--- src/looper_pkg.sv ---
package looper_pkg;

   ////////////////////////////////////////
   // Link and board constants
   ////////////////////////////////////////

   // Bytes per memory word on the serial link
   localparam int word_bytes = 8;

   // LED counter width, top bit toggles every 2**21 cycles
   localparam int heartbeat_bits = 22;

   // Clock counts per serial bit
   typedef logic [9:0] baud_cnt_t;

   // Indexed by br_cfg: 115200, 230400, 921600 and a fast sim rate
   localparam baud_cnt_t [3:0] baud_div = {10'd16, 10'd108, 10'd434, 10'd868};

   ////////////////////////////////////////
   // Program memory
   ////////////////////////////////////////

   typedef logic [13:0] mem_addr_t;
   typedef logic [63:0] mem_word_t;

   typedef struct packed {
      logic      en;
      logic      we;
      mem_addr_t addr;
      mem_word_t wdata;
   } mem_req_t;

   ////////////////////////////////////////
   // Host protocol
   ////////////////////////////////////////

   // ASCII W and R
   typedef enum logic [7:0] {
      OP_WRITE = 8'h57,
      OP_READ  = 8'h52
   } host_op_e;

   typedef enum logic [7:0] {
      RSP_ACK = 8'h06,
      RSP_NAK = 8'h15
   } rsp_byte_e;

   typedef enum logic [3:0] {
      IDLE,
      ADDR_HI,
      ADDR_LO,
      DATA,
      MEM_WRITE,
      MEM_READ,
      READ_WAIT,
      SEND_WORD,
      SEND_BYTE
   } engine_state_e;

endpackage

--- src/uart_tx.sv ---
`timescale 1ns/100ps

module uart_tx (
   input  logic       clk_100mhz_buf,
   input  logic       rst_n,
   input  logic [1:0] br_cfg,
   input  logic [7:0] tx_data,
   input  logic       tx_valid,
   output logic       tx_ready,
   output logic       txd
);
   import looper_pkg::*;

   logic [9:0] frame;
   logic [3:0] bits_left;
   baud_cnt_t  bit_div;
   baud_cnt_t  cnt;
   logic       busy;

   assign bit_div  = baud_div[br_cfg];
   assign tx_ready = !busy;

   // Line follows the low end of the frame, all ones when idle
   assign txd = frame[0];

   always_ff @(posedge clk_100mhz_buf or negedge rst_n) begin
      if (!rst_n) begin
         frame     <= '1;
         bits_left <= '0;
         cnt       <= '0;
         busy      <= 1'b0;
      end else if (!busy) begin
         if (tx_valid) begin
            // Stop, data, start
            frame     <= {1'b1, tx_data, 1'b0};
            bits_left <= 4'd9;
            cnt       <= bit_div - 1'b1;
            busy      <= 1'b1;
         end
      end else if (cnt != '0) begin
         cnt <= cnt - 1'b1;
      end else if (bits_left == '0) begin
         // Stop bit done
         busy <= 1'b0;
      end else begin
         frame     <= {1'b1, frame[9:1]};
         bits_left <= bits_left - 1'b1;
         cnt       <= bit_div - 1'b1;
      end
   end

endmodule
--- config.mk ---
export PLATFORM = sky130hd
export DESIGN_NAME = uart_tx
export DESIGN_NICKNAME = d
export VERILOG_FILES = /design/src/looper_pkg.sv /design/src/uart_tx.sv
export SDC_FILE = /design/constraint.sdc
export NUM_CORES = 1
export LEC_CHECK = 0
export BUFFER_PORTS_ARGS = -buffer_cell sky130_fd_sc_hd__buf_2
export CORE_MARGIN = 3
export CORE_UTILIZATION = 40
export CTS_CLUSTER_SIZE = 30
export DETAILED_ROUTE_END_ITERATION = 8
export PLACE_DENSITY = 0.66
export SKIP_CTS_REPAIR_TIMING = 1
export SLEW_MARGIN = 20
export SYNTH_ARGS = -nofsm -noshare
export SYNTH_HDL_FRONTEND = slang
export SYNTH_SLANG_ARGS = --single-unit
--- constraint.sdc ---
create_clock -name clk_100mhz_buf -period 1.8 [get_ports clk_100mhz_buf]
set_input_delay 0.36 -clock clk_100mhz_buf [delete_from_list [all_inputs] [get_ports clk_100mhz_buf]]
set_output_delay 0.36 -clock clk_100mhz_buf [all_outputs]
set_load 0.02 [all_outputs]
# After elaboration in Yosys (flattened, before gate mapping)
# Index checks and enable logic that the tools add are counted.
# totals
word_cells	35
ff_bits	25
# op_classes
magnitude_cmp	1
reduce_logical	6
addsub	3
n_eq_ne	3
muxes	18
# op_table
op	n
2-to-1 mux 10 bit	9
binary-select mux 10 bit (select 2 bit)	1
subtractor 10 x 1 -> 10 bit, second input constant	2
2-to-1 mux 4 bit	4
nonzero test 10 bit	1
logical NOT 4 bit	1
2-to-1 mux 1 bit	4
!= test 2 bit, second input constant	2
subtractor 4 x 1 -> 4 bit, second input constant	1
< comparator 2 x 3 -> 1 bit, second input constant	1
!= test 3 bit, second input constant	1
AND reduction 3 bit	1
AND reduction 2 bit	1
nonzero test 2 bit	1
logical NOT 1 bit	1

# Longest topological paths before layout
# logic_depth
depth_word	6
depth_mapped	7
ltp_nobuf	6

# Worst setup path before layout
# No wires, ideal clock.
# synth_path
path_type	register to register
start	reg cnt[0]
end	reg cnt[1]
arrival_time_ns	1.875
path_stages_with_launch	7
slack_ns	-0.155
required_time_ns	1.721
path_cell_list	dfrtp_1 > inv_1 > ha_1 > or4b_4 > o31ai_4 > mux2_2 > mux2i_1
# synth_via
elab_chain_cells	3
word_cells_on_any_way	6
# synth_rtl
item	line	source
start: declaration	uart_tx.sv:17	baud_cnt_t cnt;
start signal: assignment	uart_tx.sv:37	cnt <= bit_div - 1'b1;
start signal: assignment	uart_tx.sv:41	cnt <= cnt - 1'b1;
start signal: assignment	uart_tx.sv:48	cnt <= bit_div - 1'b1;
subtractor 10 x 1 -> 10 bit / nonzero test 10 bit (equally long branches)	uart_tx.sv:41, uart_tx.sv:40	
2-to-1 mux 10 bit / != test 3 bit (equally long branches)	-	
2-to-1 mux 10 bit / AND reduction 2 bit (equally long branches)	-	
# Several ways; a longest one is shown, not always the timed one.
# A chain may end at the register's enable or synchronous reset.

# Worst setup path after layout
# layout_path
start	reg cnt[0]
end	reg bits_left[3]
# layout_via
elab_chain_cells	3
# layout_rtl
item	line	source
nonzero test 10 bit	uart_tx.sv:40	end else if (cnt != '0) begin
!= test 2 bit (no line)	-	
AND reduction 3 bit (no line)	-	
end signal: assignment	uart_tx.sv:47	bits_left <= bits_left - 1'b1;
end: declaration	uart_tx.sv:15	logic [3:0] bits_left;
# Every way passes these cells.

==> results.py <==
metrics = {
    "floorplanning": {
        "dieArea_sq_mm": 0.00445,
        "num_rows": 21,
        "io_pins": 15,
        "start_util_pct": 42.9,
        "die_h_microns": 66.7,
        "die_w_microns": 66.7,
        "design.core.area_sq_mm": 0.00344,
    },
    "cts": {
        "path_clk_slew_ps": 90,
        "clock_sink_count": 24,
        "cts_buffers": 3,
        "clockBufferDepth": 2,
        "cts_tree": "yes",
        "cts-root-buf": "clkbuf_8",
        "clock_latency_ps": 280,
        "cts_htree_levels": 1,
    },
    "power": {
        "p_total_mw": 2.74,
        "cellLeakagePower_nw": 0.975,
        "ir_drop_mv": 0.595,
        "power_frac_comb_pct": 45.9,
        "switchingPower_uw": 996,
        "clock_power_share_pct": 15.9,
        "swShare_pct": 36.4,
        "intPower_mw": 1.74,
        "p_seq_share_pct": 38.2,
        "power_density_mw_per_mm2": 1240,
    },
    "critical_path": {
        "reg2reg_depth": 7,
        "crit_required_ps": 1990,
        "reg2reg_from": "cnt[0]",
        "path_max_fanout": 3,
        "cp.arrival_ps": 2190,
        "critPathLaunch": "cnt[0]",
        "endpoint_kind": "flip-flop",
        "start_kind": "flip-flop",
        "worstSetupPathType": "reg2reg",
    },
    "grt": {
        "grt.total_usage_pct": 19.1,
        "grt_pass1_vias": 1407,
        "grt_pass1_wl_microns": 6460,
        "antenna_found_initial": 0,
        "gr-total-overflow": 0,
        "grt_max_degree": 25,
    },
    "synthesis": {
        "yosys_warnings": 0,
        "netlist_top_cells_area": "dfrtp_1 (25%), dfstp_2 (16%), mux2i_1 (6.8%)",
        "seq_area_frac_synth_pct": 41.5,
        "ys_async_sr_fraction_pct": 100,
        "synth_top_area_share_pct": 25.4,
        "synth_cells": 148,
        "synth-edff-count": 0,
        "synth_area_per_cell_sq_um": 9.97,
        "yosys.area.top_type": "dfrtp_1",
        "synthTopCellsByCount": "dfrtp_1 (15), inv_1 (12), a31oi_1 (10), mux2i_1 (10), nor2_1 (10)",
        "synth_fp_nets": 163,
        "netlist_area_sq_mm": 0.00148,
        "ys.flop_type": "dfrtp_1",
        "yosysUniqueCellTypes": 47,
        "yosys.cell_count.top_type": "dfrtp_1",
        "ys_ff_latch": 24,
    },
    "finish": {
        "layout-drive-gt1-share_pct": 53.9,
        "areaGrowthSynthToFinish_pct": 49.7,
        "fin_util_pct": 64.2,
        "nets": 220,
        "diodes": 0,
    },
    "routing": {
        "routed_via_density": 5.69,
        "drcViolationCount": 0,
        "drt_wl_total_microns": 4300,
        "wl_per_cell_microns": 17.2,
        "antenna_left": 0,
        "drt-initial-drc-count": 69,
        "dr.pass1.iters": 4,
        "via_count": 1423,
    },
    "sta": {
        "maxSlewHeadroom_pct": 62.9,
        "skew_ps": 6.74,
        "setup_viol": 16,
        "finalCritPeriodShare_pct": 111,
        "hold_slack_ps": 57.0,
        "hold_viol": 0,
        "setup_slack_ps": -198,
        "rsz0062_at_grt": "yes",
        "max_freq_mhz": 500,
        "final.min_clock_period_ps": 2000,
        "slew_violations": 0,
        "worst_pin_slew_ps": 556,
    },
    "placement": {
        "dp_hpwl_microns": 2920,
        "gp_congestion": 0.942,
        "preCtsSetupSlack_ps": -215,
        "numPortBuffers": 14,
    },
    "outcome": {
        "violations": "negative setup slack",
        "status": "finished with violations",
    },
    "worst_hold_path": {
        "hold_path.class": "in2async",
    },
    "job": {
        "max_cap_violations": 0,
    },
}
## layer usage
metal | up-vias | part of all wire [%] | wire length [microns] | track usage, %
met3 | 7 | 4.0 | 173 | 2.87
met1 | 712 | 43 | 1860 | 25.1
met5 | - | 0 | 0 | 0
met4 | 0 | 1.4 | 59 | 8.12
met2 | 36 | 51 | 2200 | 31.1
li1 | 668 | - | - | -
## critical path, cell delays in order, from the launching register on
cell and delay (ps):
dfrtp_1 410, inv_2 80, ha_4 130, nor4b_4 260, buf_4 200, nand3_2 80, or4_1 560, a31oi_1 200
## cell type report
type	count	area [sq um]
fill	258	1230
inverter	12	45.0
timing repair buffer	58	455
multi-input combinational	106	972
clock buffer	4	66.3
tap	46	57.6
sequential	24	612
## power by group through the flow
stage               clock network (mW)  logic (mW)  registers, mW
finish                           0.436        1.25           1.05
global route                     0.456        1.37           1.07
CTS                              0.435        1.05           1.02
detailed placement                   0        1.04           1.03
global placement                     0        1.01           1.01
floorplan                            0       0.567           1.05
## cell families after synthesis
family | share of synthesized area (%)
mux | 7.55
xor+xnor | 2.38
compound gates | 21.0
flops | 41.5
fa+ha+maj | 1.70
buf+inv | 5.68
simple gates | 20.3
## flip-flops by register name (all words and copies together), names as in the netlist
| register | count |
|---|---|
| cnt | 10 |
| frame | 9 |
| bits_left | 4 |
| busy | 1 |
## through the flow
stage	TNS, ps	area [sq um]	std cells
floorplan	-398	1510	148
global placement	-1060	1890	238
detailed placement	-2300	1890	238
CTS	-2620	1960	242
global route	-3630	2210	250
finish	-1800	2210	250
## final timing paths
path	endpoint	slack (ps)
setup reg to reg	bits_left[3]	-200
max in group asynchronous	frame[8]	1360
min in group clk_100mhz_buf	frame[8]	310
hold reg to reg	frame[0]	470
setup / recovery	bits_left[3]	-200
hold / removal	bits_left[2]	60
## cell usage in the layout, fill, tap and decap left out, types with 2 or more instances in the layout
master / Yosys / final
clkbuf_8: 0 / 3
ha_4: 0 / 2
inv_2: 0 / 5
nor4_4: 1 / 2
buf_12: 0 / 2
o21ai_0: 7 / 3
inv_1: 12 / 7
a31oi_1: 10 / 4
and3_1: 3 / 3
nand4_1: 4 / 4
buf_4: 1 / 34
dfrtp_1: 15 / 15
a21oi_1: 8 / 2
nand3_1: 4 / 3
nor3_1: 3 / 3
a21oi_2: 1 / 6
nor2_1: 10 / 10
dfstp_2: 9 / 9
nor2b_1: 2 / 2
a31oi_4: 0 / 5
a221oi_2: 1 / 3
mux2i_1: 10 / 10
buf_2: 4 / 14
buf_6: 1 / 8
o21ai_1: 0 / 3
nand2_1: 8 / 6
xnor2_1: 3 / 3
a21o_1: 2 / 2
o211ai_1: 2 / 2
Power figures use the tool's default switching activity.
