--- src/looper_pkg.sv ---
package looper_pkg;

   ////////////////////////////////////////
   // Link and board constants
   ////////////////////////////////////////

   // Bytes per memory word on the serial link
   localparam int word_bytes = 8;

   // LED counter width, top bit toggles every 2**21 cycles
   localparam int heartbeat_bits = 22;

   // Clock counts per serial bit
   typedef logic [9:0] baud_cnt_t;

   // Indexed by br_cfg: 115200, 230400, 921600 and a fast sim rate
   localparam baud_cnt_t [3:0] baud_div = {10'd16, 10'd108, 10'd434, 10'd868};

   ////////////////////////////////////////
   // Program memory
   ////////////////////////////////////////

   typedef logic [13:0] mem_addr_t;
   typedef logic [63:0] mem_word_t;

   typedef struct packed {
      logic      en;
      logic      we;
      mem_addr_t addr;
      mem_word_t wdata;
   } mem_req_t;

   ////////////////////////////////////////
   // Host protocol
   ////////////////////////////////////////

   // ASCII W and R
   typedef enum logic [7:0] {
      OP_WRITE = 8'h57,
      OP_READ  = 8'h52
   } host_op_e;

   typedef enum logic [7:0] {
      RSP_ACK = 8'h06,
      RSP_NAK = 8'h15
   } rsp_byte_e;

   typedef enum logic [3:0] {
      IDLE,
      ADDR_HI,
      ADDR_LO,
      DATA,
      MEM_WRITE,
      MEM_READ,
      READ_WAIT,
      SEND_WORD,
      SEND_BYTE
   } engine_state_e;

endpackage

--- src/uart_rx.sv ---
`timescale 1ns/100ps

module uart_rx (
   input  logic       clk_100mhz_buf,
   input  logic       rst_n,
   input  logic       rxd,
   input  logic [1:0] br_cfg,
   output logic [7:0] rx_data,
   output logic       rx_valid,
   input  logic       rx_ready
);
   import looper_pkg::*;

   typedef enum logic [1:0] {
      RX_IDLE,
      RX_BITS,
      RX_DONE
   } rx_state_e;

   rx_state_e rx_state;
   logic [1:0] rxd_sync;
   logic       rxd_prev;
   logic       rxd_s;
   logic       start_edge;
   baud_cnt_t  bit_div;
   baud_cnt_t  half_div;
   baud_cnt_t  cnt;
   logic [3:0] bit_idx;
   logic [7:0] shift_reg;
   logic       stop_ok;

   assign bit_div    = baud_div[br_cfg];
   assign half_div   = bit_div >> 1;
   assign rxd_s      = rxd_sync[1];
   assign start_edge = rxd_prev & ~rxd_s;

   // Two-flop synchronizer, line idles high
   always_ff @(posedge clk_100mhz_buf or negedge rst_n) begin
      if (!rst_n) begin
         rxd_sync <= 2'b11;
         rxd_prev <= 1'b1;
      end else begin
         rxd_sync <= {rxd_sync[0], rxd};
         rxd_prev <= rxd_s;
      end
   end

   ////////////////////////////////////////
   // Bit sampling
   ////////////////////////////////////////

   always_ff @(posedge clk_100mhz_buf or negedge rst_n) begin
      if (!rst_n) begin
         rx_state <= RX_IDLE;
         cnt      <= '0;
         bit_idx  <= '0;
         stop_ok  <= 1'b0;
         rx_valid <= 1'b0;
      end else begin
         if (rx_valid && rx_ready) begin
            rx_valid <= 1'b0;
         end
         case (rx_state)
            RX_IDLE: begin
               if (start_edge) begin
                  // First sample lands mid start bit
                  cnt      <= half_div;
                  bit_idx  <= '0;
                  rx_state <= RX_BITS;
               end
            end
            RX_BITS: begin
               if (cnt != '0) begin
                  cnt <= cnt - 1'b1;
               end else if (bit_idx == 4'd0 && rxd_s) begin
                  // Glitch, not a real start bit
                  rx_state <= RX_IDLE;
               end else if (bit_idx == 4'd9) begin
                  stop_ok  <= rxd_s;
                  // Finish a little before the stop bit ends
                  cnt      <= half_div - 10'd4;
                  rx_state <= RX_DONE;
               end else begin
                  cnt     <= bit_div - 1'b1;
                  bit_idx <= bit_idx + 1'b1;
               end
            end
            RX_DONE: begin
               if (cnt != '0) begin
                  cnt <= cnt - 1'b1;
               end else begin
                  // Full holding register drops the new byte
                  if (stop_ok && !rx_valid) begin
                     rx_valid <= 1'b1;
                  end
                  rx_state <= RX_IDLE;
               end
            end
            default: rx_state <= RX_IDLE;
         endcase
      end
   end

   // Data bits arrive LSB first, holding register loads at byte end
   always_ff @(posedge clk_100mhz_buf) begin
      if (rx_state == RX_BITS && cnt == '0 && bit_idx >= 4'd1 && bit_idx <= 4'd8) begin
         shift_reg <= {rxd_s, shift_reg[7:1]};
      end
      if (rx_state == RX_DONE && cnt == '0 && stop_ok && !rx_valid) begin
         rx_data <= shift_reg;
      end
   end

endmodule

--- config.mk ---
export PLATFORM = sky130hd
export DESIGN_NAME = uart_rx
export DESIGN_NICKNAME = d
export VERILOG_FILES = /design/src/looper_pkg.sv /design/src/uart_rx.sv
export SDC_FILE = /design/constraint.sdc
export NUM_CORES = 1
export LEC_CHECK = 0
export BUFFER_PORTS_ARGS = -buffer_cell sky130_fd_sc_hd__buf_2
export CAP_MARGIN = 10
export CORE_MARGIN = 4
export CORE_UTILIZATION = 35
export CTS_BUF_LIST = sky130_fd_sc_hd__clkbuf_8
export DETAILED_ROUTE_END_ITERATION = 6
export GPL_TIMING_DRIVEN = 0
export SLEW_MARGIN = 25
export SYNTH_ARGS = -nofsm -noshare
export SYNTH_HDL_FRONTEND = slang
export SYNTH_SLANG_ARGS = --single-unit
--- constraint.sdc ---
create_clock -name clk_100mhz_buf -period 3.5 [get_ports clk_100mhz_buf]
set_clock_uncertainty 0.2 [all_clocks]
set_input_delay 0.175 -clock clk_100mhz_buf [delete_from_list [all_inputs] [get_ports clk_100mhz_buf]]
set_output_delay 0.175 -clock clk_100mhz_buf [all_outputs]
set_load 0.1 [all_outputs]
=== Yosys cells after proc, flatten, opt, wreduce, memory -nomap -nowiden ===
Cells that the tools add are included.

* Muxes and demuxes: 23
* Add/subtract/negate cells: 4
* Bitwise operators: 4
* Order comparisons: 3
* Reduce and logical (&&, ||, !) cells: 20
* Equal/unequal tests: 11

{| class="wikitable"
|+ Operators with widths
! kind !! number
|-
| 10-bit two-way mux || 6
|-
| 10-bit case mux with 3 select lines || 1
|-
| 10-bit binary-select mux with 2-bit select || 1
|-
| 10-bit by 1-bit subtractor with 10-bit output (second input constant) || 2
|-
| 4-bit two-way mux || 4
|-
| 2-bit != test (second input constant) || 6
|-
| 4-bit AND reduction || 3
|-
| 10-bit logical NOT || 1
|-
| 2-bit two-way mux || 5
|-
| 10-bit nonzero test || 1
|-
| 9-bit by 3-bit subtractor with 10-bit output (second input constant) || 1
|-
| 1-bit logical AND || 9
|-
| 4-bit case mux with 2 select lines || 1
|-
| 3-bit != test (second input constant) || 2
|-
| 2-bit case mux with 3 select lines || 1
|-
| 5-bit AND reduction || 1
|-
| 4-bit by 1-bit adder with 4-bit output (second input constant) || 1
|-
| 4-bit equality test (second input constant) || 1
|-
| 4-bit by 1-bit greater-or-equal comparator with 1-bit output (second input constant) || 1
|-
| 4-bit less-or-equal comparator (second input constant) || 1
|-
| 4-bit logical NOT || 1
|-
| 1-bit two-way mux || 4
|-
| 2-bit by 3-bit less-than comparator with 1-bit output (second input constant) || 1
|-
| 1-bit NOT || 3
|-
| other kinds (7) || 7
|}

* Output and inout bits: 9
* Register bits: 37

=== Longest topological paths before layout ===
* Depth in word-level cells: 7
* Mapped depth: 8
* Gate-level depth less buffers: 7

=== Least setup slack after synthesis ===
OpenSTA, ideal clock, no wires.

* Path type: reg-to-reg
* Start point: reg rx_state[1]
* End point: reg shift_reg[0], enable pin
* Path buffers: 1
* Period minus slack after synthesis: 2489 ps
* Setup time: 386 ps
* Stages on the path, launching flop included: 6
* Data required time: 2914 ps
* Arrival time: 1902 ps
* Path slack: 1011 ps
* Cells stage by stage: dfrtp_1 -> inv_1 -> ha_1 -> buf_1 -> nand4_2 -> a211oi_1

* Word-level cells in the longest chain between the ends: 4

{| class="wikitable"
|+ RTL lines
! element !! line !! RTL
|-
| from (decl) || uart_rx.sv:20 || <nowiki>rx_state_e rx_state;</nowiki>
|-
| from (signal assigned) || uart_rx.sv:54 || <nowiki>rx_state <= RX_IDLE;</nowiki>
|-
| from (signal assigned) || uart_rx.sv:69 || <nowiki>rx_state <= RX_BITS;</nowiki>
|-
| from (signal assigned) || uart_rx.sv:77 || <nowiki>rx_state <= RX_IDLE;</nowiki>
|-
| 2-bit by 1-bit equality test with 1-bit output || uart_rx.sv:106 || <nowiki>if (rx_state == RX_BITS && cnt == '0 && bit_idx >= 4'd1 && bit_idx <= 4'd8) begin</nowiki>
|-
| 1-bit logical AND (3 in series) || uart_rx.sv:106 ||
|-
| to (signal assigned) || uart_rx.sv:107 || <nowiki>shift_reg <= {rxd_s, shift_reg[7:1]};</nowiki>
|-
| to (decl) || uart_rx.sv:29 || <nowiki>logic [7:0] shift_reg;</nowiki>
|}

No other way between the ends.
A chain may end at the register's enable or synchronous reset.

=== Worst setup path in the final report ===
* Start point: reg rx_state[1]
* End point: reg shift_reg[2], enable pin

The elaborated chain is that of the path after synthesis.

==> reports/metrics.yaml <==
path_clk_slew_ns: 0.08
cts_tree: "yes"
fill_cells: 592
cts_buffers: 5
insertion_delay_ns: 0.29
fin_area_um2: 2506
synthesis.nets: 226
coreArea_um2: 6026
drv_cap: 0
fp.dieW_um: 87.59
p_total_mw: 1.616
syn2layout_area_growth_pct: 13.04
relSlewSlack_pct: 53.51
max_freq_mhz: 367.1
internal_power_mw: 0.9471
synthTopCellsByArea: "edfxtp_1, dfrtp_1, ha_1"
critPathKind: "reg2reg"
syn_avg_cell_area_um2: 10.87
post-route-min-period_ns: 2.724
clockBufferDepth: 2
syn_inst: 204
drive_gt1_share_pct: 20.52
grt_start_max_net_pins: 22
holdCritPathClass: "in2reg"
overflow: 0
largest_register_ff_count: 10
first_global_vias: 1671
worst_slew_pin_slew_ns: 0.6948
diodes: 0
cp.required_ns: 3.23
htree_levels: 2
ys.flop_type: "dfrtp_1"
cts_setup_buffers: 0
io_pins: 15
cts.repair.resized: 0
final_antenna_net_count: 0
worstPathArrival_ns: 2.45
critPathLaunchType: "flip-flop"
synth-edff-count: 16
irDropWorstVdd_mv: 0.2171
port_buffers: 14
globalplace.congestion: 0.8503
core.rowCount: 28
comb_power_share_pct: 41.6
synth_top_area_share_pct: 21.67
power_frac_seq_pct: 39.4
end_kind: "flip-flop"
die-area_um2: 7672
ys_ff_latch: 37
async_reset_ff_share_pct: 56.76
period_share_pct: 77.82
ys_seq_area_share_pct: 45.54
yosys_warnings: 0
rsz0062_at_grt: "no"
initial_core_util_pct: 36.79
p_clk_share_pct: 19.0
power_density_nw_per_um2: 644.8
cts-root-buf: "clkbuf_8"
grt_antenna_before_repair: 0
status: "complete, no violations"
hpwl_um: 3315
hold_viol: 0
synth_cell_types: 54
grt_usage_pct: 13.55
wl_per_cell_um: 15.20
final-max-slew-violation-count: 0
die_h_um: 87.59
nets: 250
switchingPower_mw: 0.6689
drtIter0Drc: 90
via_per_inst: 5.375
crit_fanout: 10
ys_top_cells_by_count: "dfrtp_1, nor2_1, edfxtp_1, ha_1"
vias: 1634
finalSetupViolations: 0
drc_errors: 0
leakagePower_nw: 0.9987
grt_pass1_wl_um: 8190
synth_top_area_cell: "edfxtp_1"
cts_sinks: 37
wirelength_um: 4620
timing.setup.tns_ns: 0
postPlaceCellArea_um2: 2386
swShare_pct: 41.39
syn_area_um2: 2217
drtPass1Iterations: 4
## through the flow
stage | cells | setup slack, ns | util [%] | hold slack, ns
2_1_floorplan | 204 | 1.011 | - | -0.3206
3_3_place_gp | 293 | 0.4219 | 39.51 | -0.02118
3_5_place_dp | 293 | 0.7727 | 39.60 | -0.02746
4_1_cts | 304 | 0.7507 | 41.59 | 0.1477
5_1_grt | 304 | 0.5705 | 41.59 | 0.1624
6_report | 304 | 0.7763 | 41.59 | 0.1583
## path summary, 6_finish.rpt
path                             start            to  slack (ns)  cells after the start
max in group asynchronous        rst_n      rxd_prev        2.56                      2
min in group asynchronous        rst_n        cnt[7]        0.18                      2
min reg2reg                rxd_sync[0]   rxd_sync[1]        0.16                      0
max                        rx_state[1]  shift_reg[2]        0.78                      5
min                          br_cfg[0]        cnt[3]        0.16                      3
max reg2reg                rx_state[1]  shift_reg[2]        0.78                      5
## power by group through the flow
stage               Sequential [mW]  Clock [mW]  Combinational (mW)
CTS                           0.635       0.316               0.668
detailed placement            0.641           0               0.660
floorplan                     0.614           0               0.532
finish                        0.637       0.307               0.672
global route                  0.648       0.337               0.744
global placement              0.638           0               0.654
## cell type report
cell class                 instances  area, um2  area share (%)
multi-input combinational        147       1127           44.98
sequential                        37       1010           40.29
timing repair buffer              17      100.1           3.994
tap                               75      93.84           3.744
clock buffer                       5      68.82           2.746
inverter                          14      52.55           2.097
buffer                             6      32.53           1.298
clock inverter                     3      21.27          0.8487
## kinds of logic after synthesis
group | share of synthesized area (%)
xor+xnor | 3.556
simple gates | 20.32
buf+inv | 3.837
mux | 0.9593
compound gates | 16.76
flops | 45.54
fa+ha+maj | 9.029
## worst max-delay path: stages (launching register included)
cell and delay, ns:
dfrtp_1 0.41, inv_1 0.10, ha_1 0.21, buf_1 0.39
nand4_2 0.39, a211oi_2 0.65
## per-layer routing
layer	up-vias	GRT usage [%]	share of wire, %
met3	10	3.387	5.3
met5	-	0	0
li1	799	-	-
met1	780	18.62	49
met2	45	20.62	44
met4	0	5.160	1.9
## cell usage in the layout (no fill, tap or decap), types with 2 or more instances in the layout
cell type / synthesis / routed
ha_1: 16 / 16
xnor2_1: 9 / 9
dfstp_2: 3 / 3
clkbuf_8: 0 / 5
nor2_2: 2 / 2
buf_2: 2 / 16
nor4_4: 4 / 4
nor3b_1: 2 / 2
o21ai_1: 2 / 2
dfrtp_1: 18 / 18
nand3b_1: 2 / 2
a31oi_1: 2 / 2
nand2b_1: 5 / 5
clkbuf_1: 2 / 2
o21ai_0: 8 / 8
o221ai_1: 3 / 3
o31ai_1: 3 / 3
nor3_1: 8 / 8
o22ai_1: 3 / 3
nand2_1: 14 / 14
nand3_1: 4 / 4
a21oi_1: 8 / 8
o221a_2: 2 / 2
inv_1: 14 / 14
nor2_1: 18 / 18
a22o_1: 5 / 5
dlygate4sd3_1: 0 / 3
edfxtp_1: 16 / 16
## timing repair
action,4_1_cts,5_1_grt
hold buffers,3,0
setup endpoints to repair,0,0
hold endpoints to repair,23,0
Power figures use the tool's default switching activity.
